**src/axis_packer_pkg.sv**
```systemverilog
/*
	Shared beat type and lane helpers for the byte-stream packer.
	Every link between stages carries one beat_t together with a valid/ready pair.
	Stages pull these in with a wildcard import inside the module body.
*/
`default_nettype none

package axis_packer_pkg;

	// Number of byte lanes in one beat of the stream
	localparam int beat_bytes = 4;

	// One stream beat
	// Keep has one bit per lane and a set bit marks a real byte
	typedef struct packed {
		logic [beat_bytes*8-1:0] data;
		logic [beat_bytes-1:0]   keep;
		logic                    last;
	} beat_t;

	// Wide enough to hold every count from 0 up to beat_bytes
	typedef logic [$clog2(beat_bytes+1)-1:0] lane_count_t;

	// Number of real bytes marked in a keep mask
	function automatic lane_count_t count_lanes(input logic [beat_bytes-1:0] keep);
		lane_count_t total;
		total = '0;
		for (int i = 0; i < beat_bytes; i++)
		begin
			total = total + lane_count_t'(keep[i]);
		end
		return total;
	endfunction

	// Index of the lowest null lane, or beat_bytes when every lane holds a byte
	// Scanning from the top lets the lowest hit overwrite any higher one
	function automatic lane_count_t lowest_null_lane(input logic [beat_bytes-1:0] keep);
		lane_count_t index;
		index = lane_count_t'(beat_bytes);
		for (int i = beat_bytes - 1; i >= 0; i--)
		begin
			if (!keep[i])
			begin
				index = lane_count_t'(i);
			end
		end
		return index;
	endfunction

endpackage

`default_nettype wire

```
**src/axis_packer_null_fold.sv**
```systemverilog
/*
	Front stage of the packer.
	Beats with no real bytes are swallowed here so that later stages never see them.
	A last that arrives on such a beat is moved onto the beat held from the same packet.
	Packets made only of null beats vanish completely.
*/
`default_nettype none

module axis_packer_null_fold
(
	input  logic                   clk,
	input  logic                   sresetn,

	input  axis_packer_pkg::beat_t in_beat,
	input  logic                   in_valid,
	output logic                   in_ready,

	output axis_packer_pkg::beat_t out_beat,
	output logic                   out_valid,
	input  logic                   out_ready
);
	import axis_packer_pkg::*;

	// The single beat we hold back until we know whether it ends the packet
	beat_t hold_beat;
	logic  hold_valid;

	logic  in_null;
	logic  hold_complete;
	logic  in_fire;
	logic  out_fire;
	logic  capture;
	logic  fold_last;

	assign in_null = (count_lanes(in_beat.keep) == '0);

	// A held beat that already carries last needs nothing more before it goes
	assign hold_complete = hold_valid && hold_beat.last;

	// Otherwise it is released as soon as the next real beat shows up behind it
	// That beat then takes its place in the same cycle
	assign out_beat  = hold_beat;
	assign out_valid = hold_complete || (hold_valid && in_valid && !in_null);
	assign out_fire  = out_valid && out_ready;

	// Null beats are always consumed
	// A real beat only has to wait when the held one cannot leave this cycle
	assign in_ready = in_null || !hold_valid || out_ready;
	assign in_fire  = in_valid && in_ready;

	assign capture = in_fire && !in_null;

	// Only fold onto a beat of the same packet, never onto one that already ended
	// A null last with an empty or finished hold is an empty packet and just drops
	assign fold_last = in_fire && in_null && in_beat.last && hold_valid && !hold_beat.last;

	always_ff @(posedge clk)
	begin
		if (!sresetn)
		begin
			hold_valid <= 1'b0;
		end
		else
		begin
			if (out_fire)
			begin
				hold_valid <= 1'b0;
			end
			// A capture in the same cycle as a release refills the register
			if (capture)
			begin
				hold_valid <= 1'b1;
			end
		end
	end

	always_ff @(posedge clk)
	begin
		if (capture)
		begin
			hold_beat <= in_beat;
		end
		else if (fold_last)
		begin
			hold_beat.last <= 1'b1;
		end
	end

endmodule

`default_nettype wire

```
**src/axis_packer_align_stage.sv**
```systemverilog
/*
	One registered alignment step of the packer.
	Bytes above the lowest null lane move down by one lane, closing that gap.
	The top level chains beat_bytes-1 of these, and stage_index says how many
	top lanes earlier stages have already settled.
*/
`default_nettype none

module axis_packer_align_stage
#(
	parameter int stage_index = 0
)
(
	input  logic                   clk,
	input  logic                   sresetn,

	input  axis_packer_pkg::beat_t in_beat,
	input  logic                   in_valid,
	output logic                   in_ready,

	output axis_packer_pkg::beat_t out_beat,
	output logic                   out_valid,
	input  logic                   out_ready
);
	import axis_packer_pkg::*;

	// Highest lane this stage may touch
	// Lanes above it are either null or already in their final place
	localparam int top_lane = beat_bytes - stage_index - 1;

	lane_count_t             lowest;
	logic [beat_bytes*8-1:0] above_data;
	logic [beat_bytes-1:0]   above_keep;
	beat_t                   shifted;
	logic                    in_fire;

	assign lowest = lowest_null_lane(in_beat.keep);

	// Lane i of these views holds lane i+1 of the input
	assign above_data = in_beat.data >> 8;
	assign above_keep = in_beat.keep >> 1;

	always_comb
	begin
		shifted = in_beat;
		for (int i = 0; i <= top_lane; i++)
		begin
			if (lane_count_t'(i) >= lowest)
			begin
				if (i == top_lane)
				begin
					// Nothing eligible sits above the top lane, so it becomes a null
					shifted.data[i*8 +: 8] = 8'h00;
					shifted.keep[i]        = 1'b0;
				end
				else
				begin
					shifted.data[i*8 +: 8] = above_data[i*8 +: 8];
					shifted.keep[i]        = above_keep[i];
				end
			end
		end
	end

	// Take a new beat whenever the register is empty or is being drained now
	assign in_ready = !out_valid || out_ready;
	assign in_fire  = in_valid && in_ready;

	always_ff @(posedge clk)
	begin
		if (!sresetn)
		begin
			out_valid <= 1'b0;
		end
		else
		begin
			if (out_ready)
			begin
				out_valid <= 1'b0;
			end
			if (in_fire)
			begin
				out_valid <= 1'b1;
			end
		end
	end

	always_ff @(posedge clk)
	begin
		if (in_fire)
		begin
			out_beat <= shifted;
		end
	end

endmodule

`default_nettype wire

```
**src/axis_packer_combine_stage.sv**
```systemverilog
/*
	Output stage of the packer.
	Beats arrive with their bytes packed from lane 0 and are appended above the
	bytes already held in the output register.
	The register is presented once every lane is filled or once it holds a last.
	An input that does not fit is split, and its remainder follows in the next word.
*/
`default_nettype none

module axis_packer_combine_stage
(
	input  logic                   clk,
	input  logic                   sresetn,

	input  axis_packer_pkg::beat_t in_beat,
	input  logic                   in_valid,
	output logic                   in_ready,

	output axis_packer_pkg::beat_t out_beat,
	output logic                   out_valid,
	input  logic                   out_ready
);
	import axis_packer_pkg::*;

	// Output register
	logic [beat_bytes*8-1:0] reg_data;
	logic [beat_bytes-1:0]   reg_keep;
	logic                    reg_last;

	// Input lanes already moved out of a split beat
	lane_count_t base;

	lane_count_t             in_count;
	lane_count_t             fill_level;
	lane_count_t             free_lanes;
	lane_count_t             remaining;
	lane_count_t             take;
	logic                    out_fire;
	logic                    can_write;
	logic                    fits;
	logic                    write;
	logic [beat_bytes-1:0]   write_keep;
	logic [beat_bytes*8-1:0] aligned_data;
	logic [beat_bytes*8-1:0] merged_data;

	// Mask with the lowest n lanes set
	function automatic logic [beat_bytes-1:0] low_mask(input lane_count_t n);
		logic [beat_bytes-1:0] mask;
		for (int i = 0; i < beat_bytes; i++)
		begin
			mask[i] = (lane_count_t'(i) < n);
		end
		return mask;
	endfunction

	assign out_beat  = '{data: reg_data, keep: reg_keep, last: reg_last};
	assign out_valid = reg_last || (&reg_keep);
	assign out_fire  = out_valid && out_ready;

	// Nothing may land in a word that is waiting for a stalled consumer
	assign can_write = !out_valid || out_ready;

	// Held bytes are always contiguous from lane 0, so the count is also the
	// first free lane; a word leaving this cycle frees every lane
	assign fill_level = out_fire ? '0 : count_lanes(reg_keep);
	assign free_lanes = lane_count_t'(beat_bytes) - fill_level;

	// Bytes of the current input still to be placed
	assign in_count  = count_lanes(in_beat.keep);
	assign remaining = in_count - base;
	assign fits      = (remaining <= free_lanes);
	assign take      = fits ? remaining : free_lanes;

	// The input is only acknowledged once its last byte has been placed
	assign in_ready = can_write && fits;
	assign write    = in_valid && can_write;

	// Skip the lanes already used, then lift the rest above the held bytes
	assign aligned_data = (in_beat.data >> (8 * base)) << (8 * fill_level);
	assign write_keep   = low_mask(fill_level + take) & ~low_mask(fill_level);

	always_comb
	begin
		merged_data = reg_data;
		for (int i = 0; i < beat_bytes; i++)
		begin
			if (write_keep[i])
			begin
				merged_data[i*8 +: 8] = aligned_data[i*8 +: 8];
			end
		end
	end

	always_ff @(posedge clk)
	begin
		if (!sresetn)
		begin
			reg_keep <= '0;
			reg_last <= 1'b0;
			base     <= '0;
		end
		else
		begin
			if (out_fire)
			begin
				reg_keep <= '0;
				reg_last <= 1'b0;
			end
			if (write)
			begin
				reg_keep <= low_mask(fill_level + take);
				// On a split the last belongs to the remainder, not to this word
				reg_last <= fits && in_beat.last;
				base     <= fits ? '0 : base + take;
			end
		end
	end

	always_ff @(posedge clk)
	begin
		if (write)
		begin
			reg_data <= merged_data;
		end
	end

endmodule

`default_nettype wire

```
**src/axis_packer.sv**
```systemverilog
/*
	Byte-stream packer for a beat_bytes-wide stream.
	Null bytes are removed and the remaining bytes are repacked into full words.
	Only the final word of a packet may be partial, packed from lane 0.
	The fold stage feeds beat_bytes-1 alignment stages, which feed the combine stage.
*/
`default_nettype none

module axis_packer
(
	input  logic                   clk,
	input  logic                   sresetn,

	input  axis_packer_pkg::beat_t in_beat,
	input  logic                   in_valid,
	output logic                   in_ready,

	output axis_packer_pkg::beat_t out_beat,
	output logic                   out_valid,
	input  logic                   out_ready
);
	import axis_packer_pkg::*;

	// Link k feeds alignment stage k, and the last link feeds the combine stage
	// Each link lives in its own block so the ready chain stays per signal
	for (genvar k = 0; k < beat_bytes; k++)
	begin : g_link
		beat_t beat;
		logic  valid;
		logic  ready;
	end

	axis_packer_null_fold fold
	(
		.clk       (clk),
		.sresetn   (sresetn),
		.in_beat   (in_beat),
		.in_valid  (in_valid),
		.in_ready  (in_ready),
		.out_beat  (g_link[0].beat),
		.out_valid (g_link[0].valid),
		.out_ready (g_link[0].ready)
	);

	// Stage k may ignore its k top lanes, since earlier stages have settled them
	for (genvar k = 0; k < beat_bytes - 1; k++)
	begin : g_align
		axis_packer_align_stage
		#(
			.stage_index (k)
		)
		align
		(
			.clk       (clk),
			.sresetn   (sresetn),
			.in_beat   (g_link[k].beat),
			.in_valid  (g_link[k].valid),
			.in_ready  (g_link[k].ready),
			.out_beat  (g_link[k+1].beat),
			.out_valid (g_link[k+1].valid),
			.out_ready (g_link[k+1].ready)
		);
	end

	axis_packer_combine_stage combine
	(
		.clk       (clk),
		.sresetn   (sresetn),
		.in_beat   (g_link[beat_bytes-1].beat),
		.in_valid  (g_link[beat_bytes-1].valid),
		.in_ready  (g_link[beat_bytes-1].ready),
		.out_beat  (out_beat),
		.out_valid (out_valid),
		.out_ready (out_ready)
	);

endmodule

`default_nettype wire

```
**config.mk**
```make
export PLATFORM = sky130hd
export DESIGN_NAME = axis_packer
export DESIGN_NICKNAME = d
export VERILOG_FILES = /design/src/axis_packer_pkg.sv /design/src/axis_packer_null_fold.sv /design/src/axis_packer_align_stage.sv /design/src/axis_packer_combine_stage.sv /design/src/axis_packer.sv
export SDC_FILE = /design/constraint.sdc
export NUM_CORES = 1
export LEC_CHECK = 0
export BUFFER_PORTS_ARGS = -buffer_cell sky130_fd_sc_hd__buf_2
export CORE_UTILIZATION = 55
export CTS_CLUSTER_SIZE = 30
export DETAILED_ROUTE_END_ITERATION = 10
export PLACE_DENSITY = 0.75
export SYNTH_ARGS = -nofsm -noshare
export SYNTH_HDL_FRONTEND = slang
export SYNTH_SLANG_ARGS = --single-unit
```
**constraint.sdc**
```tcl
create_clock -name clk -period 8.55 [get_ports clk]
set_input_delay 2.565 -clock clk [delete_from_list [all_inputs] [get_ports clk]]
set_output_delay 2.565 -clock clk [all_outputs]
set_load 0.02 [all_outputs]
```
==> impl_metrics.py <==
metrics = {
    "clock_tree": {
        "postCtsResizedCells": 0,
        "insertion_delay_ns": 0.43,
        "clk_path_buf_depth": 2,
        "clock-sinks": 192,
        "cts_tree": "built",
        "postCtsHoldBufs": 0,
        "htreeDepth": 4,
        "cts_buffers": 17,
        "clkTransAtPathRegs_ns": 0.07,
        "root_buffer": "clkbuf_16",
        "post_cts_buffers": 0,
    },
    "pwr": {
        "peakVddDrop_mv": 0.187,
        "power.leakage_uw": 0.00362,
        "p_clk_share_pct": 37.7,
        "power_uw": 2110,
        "p_int_uw": 1630,
        "p_comb_share_pct": 8.6,
        "swShare_pct": 22.8,
        "p_switching_uw": 482,
        "pwr-share-seq_pct": 53.7,
        "cellPowerDensity_nw_per_um2": 220,
    },
    "sta": {
        "skew_ns": 0.00700,
        "timing_hold_violations_final": 0,
        "setup-tns-final_ns": 0,
        "setup_slack_ns": 0.901,
        "fin_crit_sh_pct": 89.5,
        "post-route-min-period_ns": 7.65,
        "worst_pin_slew_ns": 1.14,
        "report.final.slew_viol_count": 0,
        "rsz0062_at_grt": "false",
        "setup_viol": 0,
        "slew_headroom_pct": 23.2,
        "max_freq_mhz": 131,
    },
    "grt": {
        "grt.met3_usage_pct": 4.07,
        "grt_overflow": 0,
        "top_usage_layer": "met2",
        "grt_pass1_wl_mm": 21.7,
        "use_met1_pct": 22.2,
        "grt_max_degree": 53,
        "track_usage_pct": 17.6,
        "antenna_found_initial": 0,
        "use_met2_pct": 28.9,
        "first_global_vias": 4515,
    },
    "die": {
        "num_rows": 44,
        "die_h_um": 125,
        "start_util_pct": 57.1,
        "die_width_um": 125,
        "core_area_um2": 14700,
        "ios": 80,
        "dieArea_um2": 15700,
    },
    "synth": {
        "ys_warn_count": 0,
        "ys.flop_type": "edfxtp_1",
        "yosysTopAreaCell": "edfxtp_1",
        "syn_inst": 607,
        "synth.cell_area_um2": 8390,
        "syn-num-nets": 667,
        "ys_seq_area_share_pct": 67.3,
        "ys_async_sr_fraction_pct": 0,
        "synth-edff-count": 180,
        "yosysTopAreaCellShare_pct": 64.4,
        "synth-seq-cells": 192,
        "synth.top_cells.by_area": "edfxtp_1, mux2_2, dfxtp_1, nor2_1, ha_1",
        "syn_area_per_cell_um2": 13.8,
        "synth_most_common_cell": "edfxtp_1",
        "ys_top_cells_by_count": "edfxtp_1, nor2_1, mux2_2, nand2_1, o21ai_0",
        "synth.distinct_cells": 45,
    },
    "critical_path": {
        "crit_fanout": 6,
        "crit_start": "out_ready",
        "startpoint_type": "input pin",
        "crit_type": "in2out",
        "arrival_ns": 5.08,
        "regToRegSetupSlack_ns": 3.21,
        "worstPathRequired_ns": 5.99,
        "cp-end-kind": "primary output",
        "crit-reg2reg-launch": "combine.base[0]",
    },
    "route": {
        "routed_wl_mm": 12.8,
        "wl_per_cell_um": 14.5,
        "num_vias": 4619,
        "route.detailed.drc": 8,
        "drt_pass1_iterations": 7,
        "ant_nets": 0,
        "drtIter0Drc": 229,
        "routed_via_density": 5.25,
    },
    "placed_design": {
        "place_ws_ns": 0.917,
        "io_buffers": 79,
        "place.gp.congestion": 0.803,
        "dpl.hpwl_mm": 9.24,
        "place_area_um2": 8970,
    },
    "finish": {
        "multi_input_area_um2": 2540,
        "nets": 744,
        "fin_area_um2": 9570,
        "area_growth_pct": 14.1,
        "regArea_um2": 5650,
        "fillCellCount": 1020,
        "drive_gt1_share_pct": 26.3,
        "diodes": 0,
    },
    "run": {
        "maxCapViolCount": 0,
    },
    "run_status": {
        "violations": "design-rule violations",
        "status": "complete, but fails checks",
    },
    "hold_path": {
        "holdCritPathClass": "reg2reg",
        "hp-start": "g_align[1].align.out_beat[29]",
    },
}
-- routing by layer --
metal	vias to the layer above	part of all wire, %
li1	2391	-
met1	2085	46
met2	123	48
met3	20	4.3
met4	0	1.9
met5	-	0
-- worst max-delay path: stages --
cell     delay [ns]
buf_2          0.15
a21oi_2        0.24
inv_2          0.06
ha_1           0.22
xnor2_1        0.29
ha_1           0.31
a32oi_1        0.25
o21a_1         0.34
and3_1         0.34
nand3_1        0.14
buf_2          0.18
-- area by class of cell --
class	count	area share, %
clock buffer	17	4.44
inverter	30	1.18
timing repair buffer	86	4.68
multi-input combinational	357	26.5
sequential	192	59.0
clock inverter	14	1.82
tap	184	2.40
-- worst paths after layout --
check	end	cells past startpoint
setup reg to reg	combine.reg_data[20]	19
setup / recovery	in_ready	11
hold reg to reg	g_align[2].align.out_beat[29]	0
hold / removal	g_align[2].align.out_beat[29]	0
-- power by group through the flow --
stage / registers, uW / clock network, uW / logic, uW
2_1_floorplan: 1150 / 0 / 138
3_3_place_gp: 1150 / 0 / 176
3_5_place_dp: 1150 / 0 / 182
4_1_cts: 1130 / 808 / 184
5_1_grt: 1140 / 842 / 204
6_report: 1130 / 794 / 182
-- sequential cells by signal (all words and copies together), names as in the netlist --
name and cells:
combine.base 3, combine.reg_data 32, combine.reg_keep 4, combine.reg_last 1, fold.hold_valid 1, fold.out_beat 37, g_align.align.out_beat 111, g_align.align.out_valid 3
-- layout by cell type (no fill, tap or decap), types with 9 or more instances in the layout --
cell type / netlist / layout
a211oi_1: 9 / 9
a21oi_1: 23 / 22
a22oi_1: 9 / 9
and2_1: 20 / 20
and3_1: 19 / 19
buf_2: 6 / 79
clkbuf_16: 0 / 17
dfxtp_1: 12 / 12
edfxtp_1: 180 / 180
ha_1: 13 / 13
inv_1: 28 / 28
mux2_2: 49 / 49
nand2_1: 31 / 31
nand3_1: 13 / 13
nor2_1: 53 / 52
nor2b_1: 13 / 12
o21ai_0: 30 / 30
o22ai_1: 9 / 9
-- cell families (layout without fill, tap and decap cells) --
group	after synthesis	after routing	synth area share [%]
buf+inv	58	147	2.77
simple gates	162	162	9.46
flops	192	192	67.3
xor+xnor	6	6	0.716
fa+ha+maj	19	19	3.37
mux	57	57	7.53
compound gates	113	113	8.85
-- metrics by stage --
step | utilization (%) | cells | hold WS, ns
final | 65.1 | 880 | 0.418
after global routing | 65.1 | 880 | 0.427
after CTS | 65.1 | 880 | 0.420
after detailed placement | 61.0 | 849 | 0.405
after floorplan | - | 607 | 0.400
after global placement | 61.0 | 849 | 0.405
Note: power is estimated with default switching activity, not from simulation.
